`config.mk`:
```
export PLATFORM = sky130hd
export DESIGN_NAME = csr_unit
export DESIGN_NICKNAME = d
export VERILOG_FILES = /design/src/csr_pkg.sv /design/src/csr_regfile.sv /design/src/csr_rsp_stage.sv /design/src/csr_thread_ids.sv /design/src/csr_unit.sv
export SDC_FILE = /design/constraint.sdc
export NUM_CORES = 1
export LEC_CHECK = 0
export ABC_AREA = 1
export BUFFER_PORTS_ARGS = -buffer_cell sky130_fd_sc_hd__buf_2
export CORE_MARGIN = 5
export CORE_UTILIZATION = 40
export CTS_CLUSTER_DIAMETER = 40
export DETAILED_ROUTE_END_ITERATION = 16
export PLACE_DENSITY = 0.64
export SLEW_MARGIN = 20
export SYNTH_ARGS = -nofsm -noshare
export SYNTH_HDL_FRONTEND = slang
export SYNTH_HIERARCHICAL = 1
export SYNTH_SLANG_ARGS = --single-unit
```
`constraint.sdc`:
```
create_clock -name clk -period 12.07 [get_ports clk]
set_input_delay 0.6035 -clock clk [delete_from_list [all_inputs] [get_ports clk]]
set_output_delay 0.6035 -clock clk [all_outputs]
set_load 0.02 [all_outputs]
```
`src/csr_pkg.sv`:
```
`default_nettype none

package csr_pkg;

    // Core geometry
    localparam int NUM_LANES   = 4;
    localparam int NUM_THREADS = 8;
    localparam int NUM_WARPS   = 4;
    localparam int NW_BITS     = $clog2(NUM_WARPS);
    localparam int NT_BITS     = $clog2(NUM_THREADS);

    // Index of the lane group inside a warp
    localparam int PID_BITS    = $clog2(NUM_THREADS / NUM_LANES);

    // Destination register index and retire count widths
    localparam int NR_BITS     = 5;
    localparam int COMMIT_BITS = $clog2(NUM_LANES + 1);

    // Immediate field: CSR address below, zimm above it
    localparam int CSR_ADDR_BITS = 12;
    localparam int ZIMM_BITS     = 5;
    localparam int IMM_BITS      = CSR_ADDR_BITS + ZIMM_BITS;

    // CSR instruction opcodes
    localparam int OP_BITS = 2;
    localparam logic [OP_BITS-1:0] OP_CSRRW = 2'd0;
    localparam logic [OP_BITS-1:0] OP_CSRRS = 2'd1;
    localparam logic [OP_BITS-1:0] OP_CSRRC = 2'd2;

    // CSR address map
    localparam logic [CSR_ADDR_BITS-1:0] CSR_MSCRATCH  = 12'h340;
    localparam logic [CSR_ADDR_BITS-1:0] CSR_ACC       = 12'h7C0;
    localparam logic [CSR_ADDR_BITS-1:0] CSR_MCYCLE    = 12'hB00;
    localparam logic [CSR_ADDR_BITS-1:0] CSR_MINSTRET  = 12'hB02;
    localparam logic [CSR_ADDR_BITS-1:0] CSR_MCYCLEH   = 12'hB80;
    localparam logic [CSR_ADDR_BITS-1:0] CSR_MINSTRETH = 12'hB82;
    localparam logic [CSR_ADDR_BITS-1:0] CSR_THREAD_ID = 12'hCC0;
    localparam logic [CSR_ADDR_BITS-1:0] CSR_WARP_ID   = 12'hCC1;
    localparam logic [CSR_ADDR_BITS-1:0] CSR_MHARTID   = 12'hF14;

endpackage

`default_nettype wire

```
`src/csr_regfile.sv`:
```
`timescale 1ns/1ps
`default_nettype none

module csr_regfile (
    input  wire                                  clk,
    input  wire                                  rst_n,

    // Request in its issue cycle
    input  wire                                  req_valid,
    input  wire [csr_pkg::NW_BITS-1:0]           req_wid,
    input  wire [csr_pkg::OP_BITS-1:0]           req_op,
    input  wire [csr_pkg::CSR_ADDR_BITS-1:0]     csr_addr,
    input  wire [31:0]                           src_data,

    // Retired instruction count from commit
    input  wire                                  commit_valid,
    input  wire [csr_pkg::COMMIT_BITS-1:0]       commit_count,

    // Accelerator side
    input  wire [31:0]                           acc_read_in,
    output logic [31:0]                          acc_write_out,
    output logic                                 acc_write_en,

    // Value before the write
    output logic [31:0]                          old_data
);

    import csr_pkg::*;

    logic [31:0] mscratch;
    logic [31:0] warp_id [NUM_WARPS];
    logic [63:0] mcycle;
    logic [63:0] minstret;

    logic [31:0] new_data;
    logic        wr_en;
    logic        acc_wr;

    // Old value by address, zero for anything not held here
    always_comb begin
        case (csr_addr)
            CSR_MSCRATCH:  old_data = mscratch;
            CSR_WARP_ID:   old_data = warp_id[req_wid];
            CSR_ACC:       old_data = acc_read_in;
            CSR_MCYCLE:    old_data = mcycle[31:0];
            CSR_MCYCLEH:   old_data = mcycle[63:32];
            CSR_MINSTRET:  old_data = minstret[31:0];
            CSR_MINSTRETH: old_data = minstret[63:32];
            default:       old_data = '0;
        endcase
    end

    // Read-modify-write
    // Set and clear leave the register alone when the source is zero
    always_comb begin
        wr_en    = 1'b0;
        new_data = old_data;
        case (req_op)
            OP_CSRRW: begin
                wr_en    = req_valid;
                new_data = src_data;
            end
            OP_CSRRS: begin
                wr_en    = req_valid && (src_data != '0);
                new_data = old_data | src_data;
            end
            OP_CSRRC: begin
                wr_en    = req_valid && (src_data != '0);
                new_data = old_data & ~src_data;
            end
            default: begin
                wr_en    = 1'b0;
                new_data = old_data;
            end
        endcase
    end

    assign acc_wr = wr_en && (csr_addr == CSR_ACC);

    // Writable registers
    always_ff @(posedge clk) begin
        if (!rst_n) begin
            mscratch <= '0;
            for (int w = 0; w < NUM_WARPS; w++) begin
                warp_id[w] <= '0;
            end
        end else if (wr_en) begin
            if (csr_addr == CSR_MSCRATCH) begin
                mscratch <= new_data;
            end
            if (csr_addr == CSR_WARP_ID) begin
                warp_id[req_wid] <= new_data;
            end
        end
    end

    // Free-running cycle counter and retire counter
    always_ff @(posedge clk) begin
        if (!rst_n) begin
            mcycle   <= '0;
            minstret <= '0;
        end else begin
            mcycle <= mcycle + 64'd1;
            if (commit_valid) begin
                minstret <= minstret + 64'(commit_count);
            end
        end
    end

    // Accelerator write pulse lines up with the response strobe
    always_ff @(posedge clk) begin
        if (!rst_n) begin
            acc_write_en <= 1'b0;
        end else begin
            acc_write_en <= acc_wr;
        end
    end

    always_ff @(posedge clk) begin
        if (acc_wr) begin
            acc_write_out <= new_data;
        end
    end

endmodule

`default_nettype wire

```
`src/csr_rsp_stage.sv`:
```
`timescale 1ns/1ps
`default_nettype none

module csr_rsp_stage (
    input  wire                                   clk,
    input  wire                                   rst_n,

    // Request fields in the issue cycle
    input  wire                                   req_valid,
    input  wire [csr_pkg::CSR_ADDR_BITS-1:0]      csr_addr,
    input  wire [csr_pkg::NW_BITS-1:0]            req_wid,
    input  wire [csr_pkg::NUM_LANES-1:0]          req_tmask,
    input  wire [csr_pkg::NR_BITS-1:0]            req_rd,
    input  wire                                   req_wb,

    // Read sources
    input  wire [31:0]                            old_data,
    input  wire [csr_pkg::NUM_LANES-1:0][31:0]    wtid,
    input  wire [csr_pkg::NUM_LANES-1:0][31:0]    gtid,

    // Response, one cycle after the request
    output logic                                  rsp_valid,
    output logic [csr_pkg::NW_BITS-1:0]           rsp_wid,
    output logic [csr_pkg::NUM_LANES-1:0]         rsp_tmask,
    output logic [csr_pkg::NR_BITS-1:0]           rsp_rd,
    output logic                                  rsp_wb,
    output logic [csr_pkg::NUM_LANES-1:0][31:0]   rsp_data
);

    import csr_pkg::*;

    logic [NUM_LANES-1:0][31:0] sel_data;

    // Thread and hart ids differ per lane, the rest is broadcast
    always_comb begin
        case (csr_addr)
            CSR_THREAD_ID: sel_data = wtid;
            CSR_MHARTID:   sel_data = gtid;
            default:       sel_data = {NUM_LANES{old_data}};
        endcase
    end

    always_ff @(posedge clk) begin
        if (!rst_n) begin
            rsp_valid <= 1'b0;
        end else begin
            rsp_valid <= req_valid;
        end
    end

    // Payload only matters while rsp_valid is high
    always_ff @(posedge clk) begin
        rsp_wid   <= req_wid;
        rsp_tmask <= req_tmask;
        rsp_rd    <= req_rd;
        rsp_wb    <= req_wb;
        rsp_data  <= sel_data;
    end

endmodule

`default_nettype wire

```
`src/csr_thread_ids.sv`:
```
`timescale 1ns/1ps
`default_nettype none

module csr_thread_ids #(
    parameter int CORE_ID = 0
) (
    input  wire [csr_pkg::PID_BITS-1:0]                 req_pid,
    input  wire [csr_pkg::NW_BITS-1:0]                  req_wid,

    // Thread index within the warp, per lane
    output logic [csr_pkg::NUM_LANES-1:0][31:0]         wtid,
    // Hart index within the core id space, per lane
    output logic [csr_pkg::NUM_LANES-1:0][31:0]         gtid
);

    import csr_pkg::*;

    logic [31:0] core_base;
    logic [31:0] warp_base;
    logic [31:0] group_base;

    // Core and warp offsets are shared by all lanes
    assign core_base  = 32'(CORE_ID) << (NW_BITS + NT_BITS);
    assign warp_base  = 32'(req_wid) << NT_BITS;
    assign group_base = 32'(req_pid) * 32'(NUM_LANES);

    always_comb begin
        for (int i = 0; i < NUM_LANES; i++) begin
            wtid[i] = group_base + 32'(i);
            gtid[i] = core_base + warp_base + wtid[i];
        end
    end

endmodule

`default_nettype wire

```
`src/csr_unit.sv`:
```
`timescale 1ns/1ps
`default_nettype none

module csr_unit #(
    parameter int CORE_ID = 0
) (
    input  wire                                   clk,
    input  wire                                   rst_n,

    // Request strobe and fields
    input  wire                                   req_valid,
    input  wire [csr_pkg::NW_BITS-1:0]            req_wid,
    input  wire [csr_pkg::PID_BITS-1:0]           req_pid,
    input  wire [csr_pkg::NUM_LANES-1:0]          req_tmask,
    input  wire [csr_pkg::OP_BITS-1:0]            req_op,
    input  wire                                   req_use_imm,
    input  wire [csr_pkg::IMM_BITS-1:0]           req_imm,
    input  wire [31:0]                            req_rs1,
    input  wire [csr_pkg::NR_BITS-1:0]            req_rd,
    input  wire                                   req_wb,

    // Response strobe and fields
    output logic                                  rsp_valid,
    output logic [csr_pkg::NW_BITS-1:0]           rsp_wid,
    output logic [csr_pkg::NUM_LANES-1:0]         rsp_tmask,
    output logic [csr_pkg::NR_BITS-1:0]           rsp_rd,
    output logic                                  rsp_wb,
    output logic [csr_pkg::NUM_LANES-1:0][31:0]   rsp_data,

    // Commit
    input  wire                                   commit_valid,
    input  wire [csr_pkg::COMMIT_BITS-1:0]        commit_count,

    // Accelerator
    input  wire [31:0]                            acc_read_in,
    output logic [31:0]                           acc_write_out,
    output logic                                  acc_write_en
);

    import csr_pkg::*;

    logic [CSR_ADDR_BITS-1:0]   csr_addr;
    logic [ZIMM_BITS-1:0]       zimm;
    logic [31:0]                src_data;
    logic [31:0]                old_data;
    logic [NUM_LANES-1:0][31:0] wtid;
    logic [NUM_LANES-1:0][31:0] gtid;

    // Split the immediate into address and zimm
    assign csr_addr = req_imm[CSR_ADDR_BITS-1:0];
    assign zimm     = req_imm[CSR_ADDR_BITS +: ZIMM_BITS];

    // Source operand comes from lane 0 or the zero-extended zimm
    assign src_data = req_use_imm ? 32'(zimm) : req_rs1;

    csr_regfile regfile (
        .clk           (clk),
        .rst_n         (rst_n),
        .req_valid     (req_valid),
        .req_wid       (req_wid),
        .req_op        (req_op),
        .csr_addr      (csr_addr),
        .src_data      (src_data),
        .commit_valid  (commit_valid),
        .commit_count  (commit_count),
        .acc_read_in   (acc_read_in),
        .acc_write_out (acc_write_out),
        .acc_write_en  (acc_write_en),
        .old_data      (old_data)
    );

    csr_thread_ids #(
        .CORE_ID (CORE_ID)
    ) thread_ids (
        .req_pid (req_pid),
        .req_wid (req_wid),
        .wtid    (wtid),
        .gtid    (gtid)
    );

    csr_rsp_stage rsp_stage (
        .clk       (clk),
        .rst_n     (rst_n),
        .req_valid (req_valid),
        .csr_addr  (csr_addr),
        .req_wid   (req_wid),
        .req_tmask (req_tmask),
        .req_rd    (req_rd),
        .req_wb    (req_wb),
        .old_data  (old_data),
        .wtid      (wtid),
        .gtid      (gtid),
        .rsp_valid (rsp_valid),
        .rsp_wid   (rsp_wid),
        .rsp_tmask (rsp_tmask),
        .rsp_rd    (rsp_rd),
        .rsp_wb    (rsp_wb),
        .rsp_data  (rsp_data)
    );

endmodule

`default_nettype wire

```
* Word-level counts from Yosys, hierarchy flattened *
Memory sizes are Yosys's and may differ from the RTL's.
Cells that the tools add are included.

storage, ports and cells
  flip-flop bits (word level) = 334
  RAM bits = 128
  input port bits = 104
  output and inout port bits = 174
  logic and storage cells = 58
  memories = 1

memory list
  memory           words  bits a word  read ports  clocked after Yosys merged registers in  wr ports  RTL line           source
  regfile.warp_id  4      32           1           0                                        4         csr_regfile.sv:31  logic [31:0] warp_id [NUM_WARPS];

cells by class
  $add $sub $neg = 9
  equality and inequality tests = 11
  multiplexer cells = 13
  bitwise logic cells = 3
  reductions and logical operators = 7

operator list
  operator                                         count
  case mux 128 bit (2 select lines)                1
  case mux 32 bit (7 select lines)                 1
  case mux 32 bit (3 select lines)                 1
  == test 12 bit, second input constant            7
  adder 5 x 32 -> 32 bit                           2
  adder 64 x 1 -> 64 bit, second input constant    1
  adder 64 x 3 -> 64 bit                           1
  2-to-1 mux 32 bit                                2
  AND 32 bit                                       1
  inverter 32 bit                                  1
  bitwise OR 32 bit                                1
  nonzero test 32 bit                              1
  OR reduction 32 bit                              1
  == test 12 x 10 -> 1 bit, second input constant  1
  == test 12 x 11 -> 1 bit, second input constant  1
  adder 3 x 2 -> 4 bit, second input constant      2
  adder 5 x 3 -> 6 bit                             1
  adder 5 x 4 -> 6 bit                             1
  2-to-1 mux 1 bit                                 6
  adder 3 x 1 -> 4 bit, second input constant      1
  == test 2 x 1 -> 1 bit, second input constant    1
  == test 2 bit, second input constant             1
  logical AND 1 bit                                2
  zero test 2 bit                                  1
  other kinds (4)                                  4

* Depth between registers and ports, before layout *
  word-level depth = 9
  gate-level depth with buffers = 15
  mapped depth without buffers = 14

* By module *
The synthesis kept the hierarchy.

by module, submodules not included
  module          instances  cells an instance  area each (um^2)  sequential area each (um^2)
  csr_regfile     1          2638               18481.5           8027.7
  csr_rsp_stage   1          899                6211.0            2822.7
  csr_thread_ids  1          258                1929.4            0.0
  csr_unit        1          74                 312.8             0.0

* Worst setup path before layout *
Ideal clock, no wire load.

  kind = input to register
  start = in req_use_imm
  end = mem regfile.warp_id[2][0] (enable)
  arrival = 3.880 ns
  setup slack = 7.724 ns
  stages on the path = 11
  buffers on the path = 2
  cell sequence = buf_6 -> buf_6 -> nor2_1 -> nor2_1 -> nand2_1 -> nor2_1 -> nand2_1 -> o21ai_0 -> nand2_1 -> nand3_2 -> o21ai_0

RTL lines
  what                RTL line           source
  start: declaration  csr_unit.sv:16     input wire req_use_imm,
  end: declaration    csr_regfile.sv:31

* Worst setup path after layout *
  start = in req_use_imm
  end = reg regfile.mscratch[13]

on the way
  word-level cells in the longest chain between the ends = 5
  elaborated cells between the ends (all ways) = 9

ends and longest elaborated chain
  what                             RTL line                              source
  2-to-1 mux 32 bit                csr_unit.sv:54                        assign src_data = req_use_imm ? 32'(zimm) : req_rs1;
  via src_data[3]                  csr_unit.sv:44                        logic [31:0] src_data;
  nonzero test 32 bit              csr_regfile.sv:64, csr_regfile.sv:68
  logical AND 1 bit                csr_regfile.sv:64, csr_regfile.sv:68
  case mux 1 bit (2 select lines)  csr_regfile.sv:58                     case (req_op)
  AND reduction 2 bit (no line)    -
  end signal: assignment           csr_regfile.sv:89                     mscratch <= new_data;
  end: declaration                 csr_regfile.sv:30                     logic [31:0] mscratch;

The timed path passes the listed nets, and every way through them passes these cells.
A chain may end at the register's enable or synchronous reset.

==> flow_summary.html <==
<table>
<tr><th>Metric</th><th>Value</th></tr>
<tr><th colspan="2">Logic synthesis</th></tr>
<tr><td>Share of the yosys chip area belonging to registers</td><td>40.3%</td></tr>
<tr><td>Flop and latch count out of synthesis</td><td>462</td></tr>
<tr><td>Gate count of the mapped netlist</td><td>3869</td></tr>
<tr><td>Synth unique cells</td><td>51</td></tr>
<tr><td>Average cell area after synthesis</td><td>6.96 um^2</td></tr>
<tr><td>Most common cell in the synthesized netlist</td><td>sky130_fd_sc_hd__nand2_1</td></tr>
<tr><td>Cell accounting for the most synthesized area</td><td>sky130_fd_sc_hd__dfxtp_1</td></tr>
<tr><td>Mapped cell area</td><td>0.0269 mm^2</td></tr>
<tr><td>Async S/R FF share, synth</td><td>0%</td></tr>
<tr><td>Top cell type's share of synthesized area</td><td>22.4%</td></tr>
<tr><td>Top area cells in the synthesized netlist</td><td>sky130_fd_sc_hd__dfxtp_1, sky130_fd_sc_hd__edfxtp_1, sky130_fd_sc_hd__nand2_1</td></tr>
<tr><td>Number of enable-type register cells in the synthesized netlist</td><td>between 150 and 200</td></tr>
<tr><td>Leading register cell type out of synthesis</td><td>sky130_fd_sc_hd__dfxtp_1</td></tr>
<tr><td>Number of warnings printed during yosys synthesis</td><td>6</td></tr>
<tr><td>Ranking of synthesized cells by instance count</td><td>sky130_fd_sc_hd__nand2_1, sky130_fd_sc_hd__nand3_1, sky130_fd_sc_hd__nor2_1</td></tr>
<tr><th colspan="2">Detailed routing</th></tr>
<tr><td>Number of detailed-routing iterations run before antenna repair</td><td>7</td></tr>
<tr><td>Post-route DRC violation count</td><td>0</td></tr>
<tr><td>Via count of the routed design</td><td>25300</td></tr>
<tr><td>Antenna viol nets, final</td><td>0</td></tr>
<tr><td>Number of DRC violations after detailed-routing iteration 0</td><td>approximately 3000</td></tr>
<tr><td>Post-detailed-routing wire length</td><td>96200 um</td></tr>
<tr><td>Vias per cell</td><td>5.05</td></tr>
<tr><td>Drt wl/cell</td><td>19.2 um</td></tr>
<tr><th colspan="2">Placed design</th></tr>
<tr><td>Post-Place Cells</td><td>4860</td></tr>
<tr><td>Port Buffers</td><td>277</td></tr>
<tr><td>Detailed placer's ending HPWL</td><td>approximately 72000 um</td></tr>
<tr><td>GP Congestion</td><td>1.03</td></tr>
<tr><th colspan="2">GRT</th></tr>
<tr><td>Maximum number of pins on one net before global-route repair</td><td>96</td></tr>
<tr><td>Global-route wire length before repair</td><td>144000 um</td></tr>
<tr><td>Via count of the first global-routing pass</td><td>approximately 23000</td></tr>
<tr><td>Leftover overflow at the end of global routing</td><td>0</td></tr>
<tr><td>Initial antenna violation count</td><td>3</td></tr>
<tr><td>Total global routing track utilization</td><td>25.5%</td></tr>
<tr><th colspan="2">Setup path</th></tr>
<tr><td>Crit-path slowest cell</td><td>sky130_fd_sc_hd__clkinv_1</td></tr>
<tr><td>Number of buffers and inverters on the critical path</td><td>3</td></tr>
<tr><td>Critical path required time</td><td>12.60 ns</td></tr>
<tr><td>Worst reg-to-reg path cell count</td><td>14</td></tr>
<tr><td>Worst path top cell family by delay</td><td>buffers and inverters</td></tr>
<tr><td>Worst setup EP type</td><td>flop</td></tr>
<tr><td>Setup slack, reg-to-reg</td><td>9.13 ns</td></tr>
<tr><td>Maximum cell stage delay along the critical path</td><td>1.05 ns</td></tr>
<tr><td>Dominant cell type by count on the critical path</td><td>sky130_fd_sc_hd__nand2_1</td></tr>
<tr><td>CP Launch Type</td><td>input pin</td></tr>
<tr><td>Arrival time at the worst endpoint</td><td>around 4.5 ns</td></tr>
<tr><td>Type of the worst setup path</td><td>input pin to flop</td></tr>
<tr><td>Critical path, cell by cell</td><td>buf_2, inv_1, nand2_1, nand2_1, nor2_1, nand2_1, nor2_1, nand2_1, o21ai_0, nand2_1, nand3_2, clkinv_1, a21oi_1</td></tr>
<tr><td>Depth of the critical timing path with buffers and inverters included</td><td>13</td></tr>
<tr><td>Largest fanout on the critical path</td><td>33</td></tr>
<tr><td>Launching point of the worst reg2reg path</td><td>regfile/minstret[0]$_SDFFE_PN0P_</td></tr>
<tr><td>Capture point of the worst reg-to-reg path</td><td>regfile/minstret[36]$_SDFFE_PN0P_</td></tr>
<tr><th colspan="2">Clock tree</th></tr>
<tr><td>Clock-pin slew on the worst setup and hold paths</td><td>0.05 ns</td></tr>
<tr><td>CTS tree</td><td>yes</td></tr>
<tr><td>Total of cells resized after clock tree synthesis</td><td>0</td></tr>
<tr><td>Deepest clock path buffer count</td><td>3</td></tr>
<tr><td>Clock net sink count</td><td>about 460</td></tr>
<tr><td>CTS H-Tree Depth</td><td>3</td></tr>
<tr><td>Post-CTS setup buffers</td><td>0</td></tr>
<tr><td>Clock latency reported for the late side of the worst-skew pair</td><td>0.64 ns</td></tr>
<tr><td>Root Driver</td><td>sky130_fd_sc_hd__clkbuf_16</td></tr>
<tr><td>Count of hold buffers inserted by post-cts repair</td><td>0</td></tr>
<tr><td>Number of buffers created by CTS</td><td>86</td></tr>
<tr><th colspan="2">Power</th></tr>
<tr><td>Power per cell area</td><td>140 mW/mm^2</td></tr>
<tr><td>Max IR drop VDD</td><td>approximately 0.090 mV</td></tr>
<tr><td>Total leakage power</td><td>approximately 14 nW</td></tr>
<tr><th colspan="2">Floorplan</th></tr>
<tr><td>Die height</td><td>269 um</td></tr>
<tr><td>Chip Width</td><td>269 um</td></tr>
<tr><td>Placement Rows</td><td>95</td></tr>
<tr><td>Floorplan die area</td><td>0.0726 mm^2</td></tr>
<tr><td>Std-Cell Core Area</td><td>0.0669 mm^2</td></tr>
<tr><td>Number of primary I/O pins</td><td>roughly 280</td></tr>
<tr><td>Effective utilization at floorplan</td><td>40.2%</td></tr>
<tr><th colspan="2">Timing</th></tr>
<tr><td>Final worst-path cycle share</td><td>32.7%</td></tr>
<tr><td>Sum of negative setup slack</td><td>0 ns</td></tr>
<tr><td>RSZ-0062 raised after global routing</td><td>no</td></tr>
<tr><td>Post-layout min period</td><td>about 3.9 ns</td></tr>
<tr><td>Highest clock frequency the design can meet</td><td>253 MHz</td></tr>
<tr><td>Clk_skew</td><td>0.0276 ns</td></tr>
<tr><td>Setup violation total in the final timing report</td><td>0</td></tr>
<tr><td>Final slew viol count</td><td>0</td></tr>
<tr><td>Tightest slew margin relative to the limit</td><td>28.4%</td></tr>
<tr><td>Hold_ws</td><td>0.0701 ns</td></tr>
<tr><td>Slew at the pin closest to its max-slew limit</td><td>1.07 ns</td></tr>
<tr><td>Count of endpoints failing hold in the final timing report</td><td>0</td></tr>
<tr><th colspan="2">Cells and area</th></tr>
<tr><td>Layout Utilization</td><td>46.0%</td></tr>
<tr><td>NumNets Final</td><td>4188</td></tr>
<tr><td>Area used by multi-input combinational logic</td><td>0.0127 mm^2</td></tr>
<tr><td>Sequential cell area in the final layout</td><td>0.0109 mm^2</td></tr>
<tr><td>Total inserted antenna cells</td><td>0</td></tr>
<tr><td>Growth of design area from synthesis to finish</td><td>14.2%</td></tr>
<tr><td>Filler cell count in the final layout</td><td>6911</td></tr>
<tr><td>Post-layout instance count excluding filler cells</td><td>approximately 5000</td></tr>
<tr><td>Layout cell share with drive strength beyond 1</td><td>13.9%</td></tr>
<tr><th colspan="2">Hold path</th></tr>
<tr><td>Worst min-delay path category</td><td>input pin to flop</td></tr>
<tr><td>Capture endpoint of the worst hold path</td><td>rsp_stage/rsp_tmask[3]$_DFF_P_</td></tr>
<tr><td>Startpoint of the tightest hold check path</td><td>req_tmask[3]</td></tr>
<tr><td>Number of instances on the worst hold path</td><td>1</td></tr>
<tr><th colspan="2">Outcome</th></tr>
<tr><td>Status</td><td>finished clean</td></tr>
<tr><th colspan="2">Run</th></tr>
<tr><td>Maxcap violations</td><td>0</td></tr>
</table>
## where the power goes
part | switching, W | internal (W) | leakage (nW)
sequential | 0.00000980 | 0.00164 | 3.89
clock | 0.000898 | 0.00155 | 1.42
combinational | 0.000158 | 0.0000516 | 8.90
total | 0.00107 | 0.00324 | 14.2
## logic make-up (layout without fill, tap and decap cells)
kind of cell | after synthesis | after routing | synth area share (%)
other | 2 | 240 | 0.0279
AND/OR/NAND/NOR | 2347 | 2347 | 38.5
buffers and inverters | 835 | 874 | 16.0
flip-flops | 462 | 462 | 40.3
adder cells (fa/ha/maj) | 9 | 9 | 0.446
XOR/XNOR | 21 | 21 | 0.683
AO/OA/AOI/OAI | 193 | 193 | 3.98
## worst max-delay path by stage
stage | start | endpoint | slack, ns
floorplan | req_use_imm | regfile/warp_id[2][0]$_SDFFCE_PN0P_ | 7.72
global placement | req_use_imm | regfile/warp_id[0][1]$_SDFFCE_PN0P_ | 7.71
detailed placement | req_use_imm | regfile/warp_id[0][1]$_SDFFCE_PN0P_ | 7.67
CTS | req_use_imm | regfile/warp_id[0][1]$_SDFFCE_PN0P_ | 8.34
global route | req_use_imm | regfile/mscratch[8]$_SDFFE_PN0P_ | 7.72
finish | req_use_imm | regfile/mscratch[13]$_SDFFE_PN0P_ | 8.12
## final cells by class
class	instances	share of cell area (%)
tap	873	3.55
clock buffer	96	7.25
multi-input combinational	2810	41.3
timing repair buffer	305	5.19
inverter	410	5.01
clock inverter	63	2.39
sequential	462	35.3
## state kept, by name, summed over array words and instances (netlist names)
name,flops
regfile/warp_id,128
rsp_stage/rsp_data,128
regfile/mcycle,64
regfile/minstret,64
regfile/acc_write_out,32
regfile/mscratch,32
rsp_stage/rsp_rd,5
rsp_stage/rsp_tmask,4
rsp_stage/rsp_wid,2
regfile/acc_write_en,1
rsp_stage/rsp_valid,1
rsp_stage/rsp_wb,1
## metrics by stage
stage / area, um^2 / worst slack (ns) / total power, W
2_1_floorplan: 27800 / 7.72 / 0.00186
3_3_place_gp: 27800 / 7.71 / 0.00188
3_5_place_dp: 27800 / 7.67 / 0.00188
4_1_cts: 30700 / 8.34 / 0.00435
5_1_grt: 30800 / 7.72 / 0.00445
6_report: 30800 / 8.12 / 0.00431
## metal layers
layer / part of all wire (%) / wire [um] / global-route usage [%] / up-vias
met5: 0.054 / 52 / 0 / -
met4: 4.5 / 4330 / 10.5 / 6
met3: 9.7 / 9380 / 6.20 / 211
met2: 44 / 42600 / 40.1 / 1145
met1: 41 / 39900 / 33.7 / 11600
li1: - / - / - / 12300
## cells in the final DEF, fill, tap and decap left out, types with 15 or more instances in the layout
master	n
sky130_fd_sc_hd__a21oi_1	107
sky130_fd_sc_hd__buf_2	277
sky130_fd_sc_hd__buf_4	28
sky130_fd_sc_hd__clkbuf_16	86
sky130_fd_sc_hd__conb_1	240
sky130_fd_sc_hd__dfxtp_1	302
sky130_fd_sc_hd__edfxtp_1	160
sky130_fd_sc_hd__inv_1	398
sky130_fd_sc_hd__inv_6	17
sky130_fd_sc_hd__nand2_1	1078
sky130_fd_sc_hd__nand2_2	33
sky130_fd_sc_hd__nand3_1	549
sky130_fd_sc_hd__nand3_2	18
sky130_fd_sc_hd__nand4_1	61
sky130_fd_sc_hd__nor2_1	438
sky130_fd_sc_hd__nor3_1	81
sky130_fd_sc_hd__nor3_2	29
sky130_fd_sc_hd__o211ai_1	32
sky130_fd_sc_hd__o21ai_0	40
sky130_fd_sc_hd__xor2_1	15
Note: power is estimated with default switching activity, not from simulation.
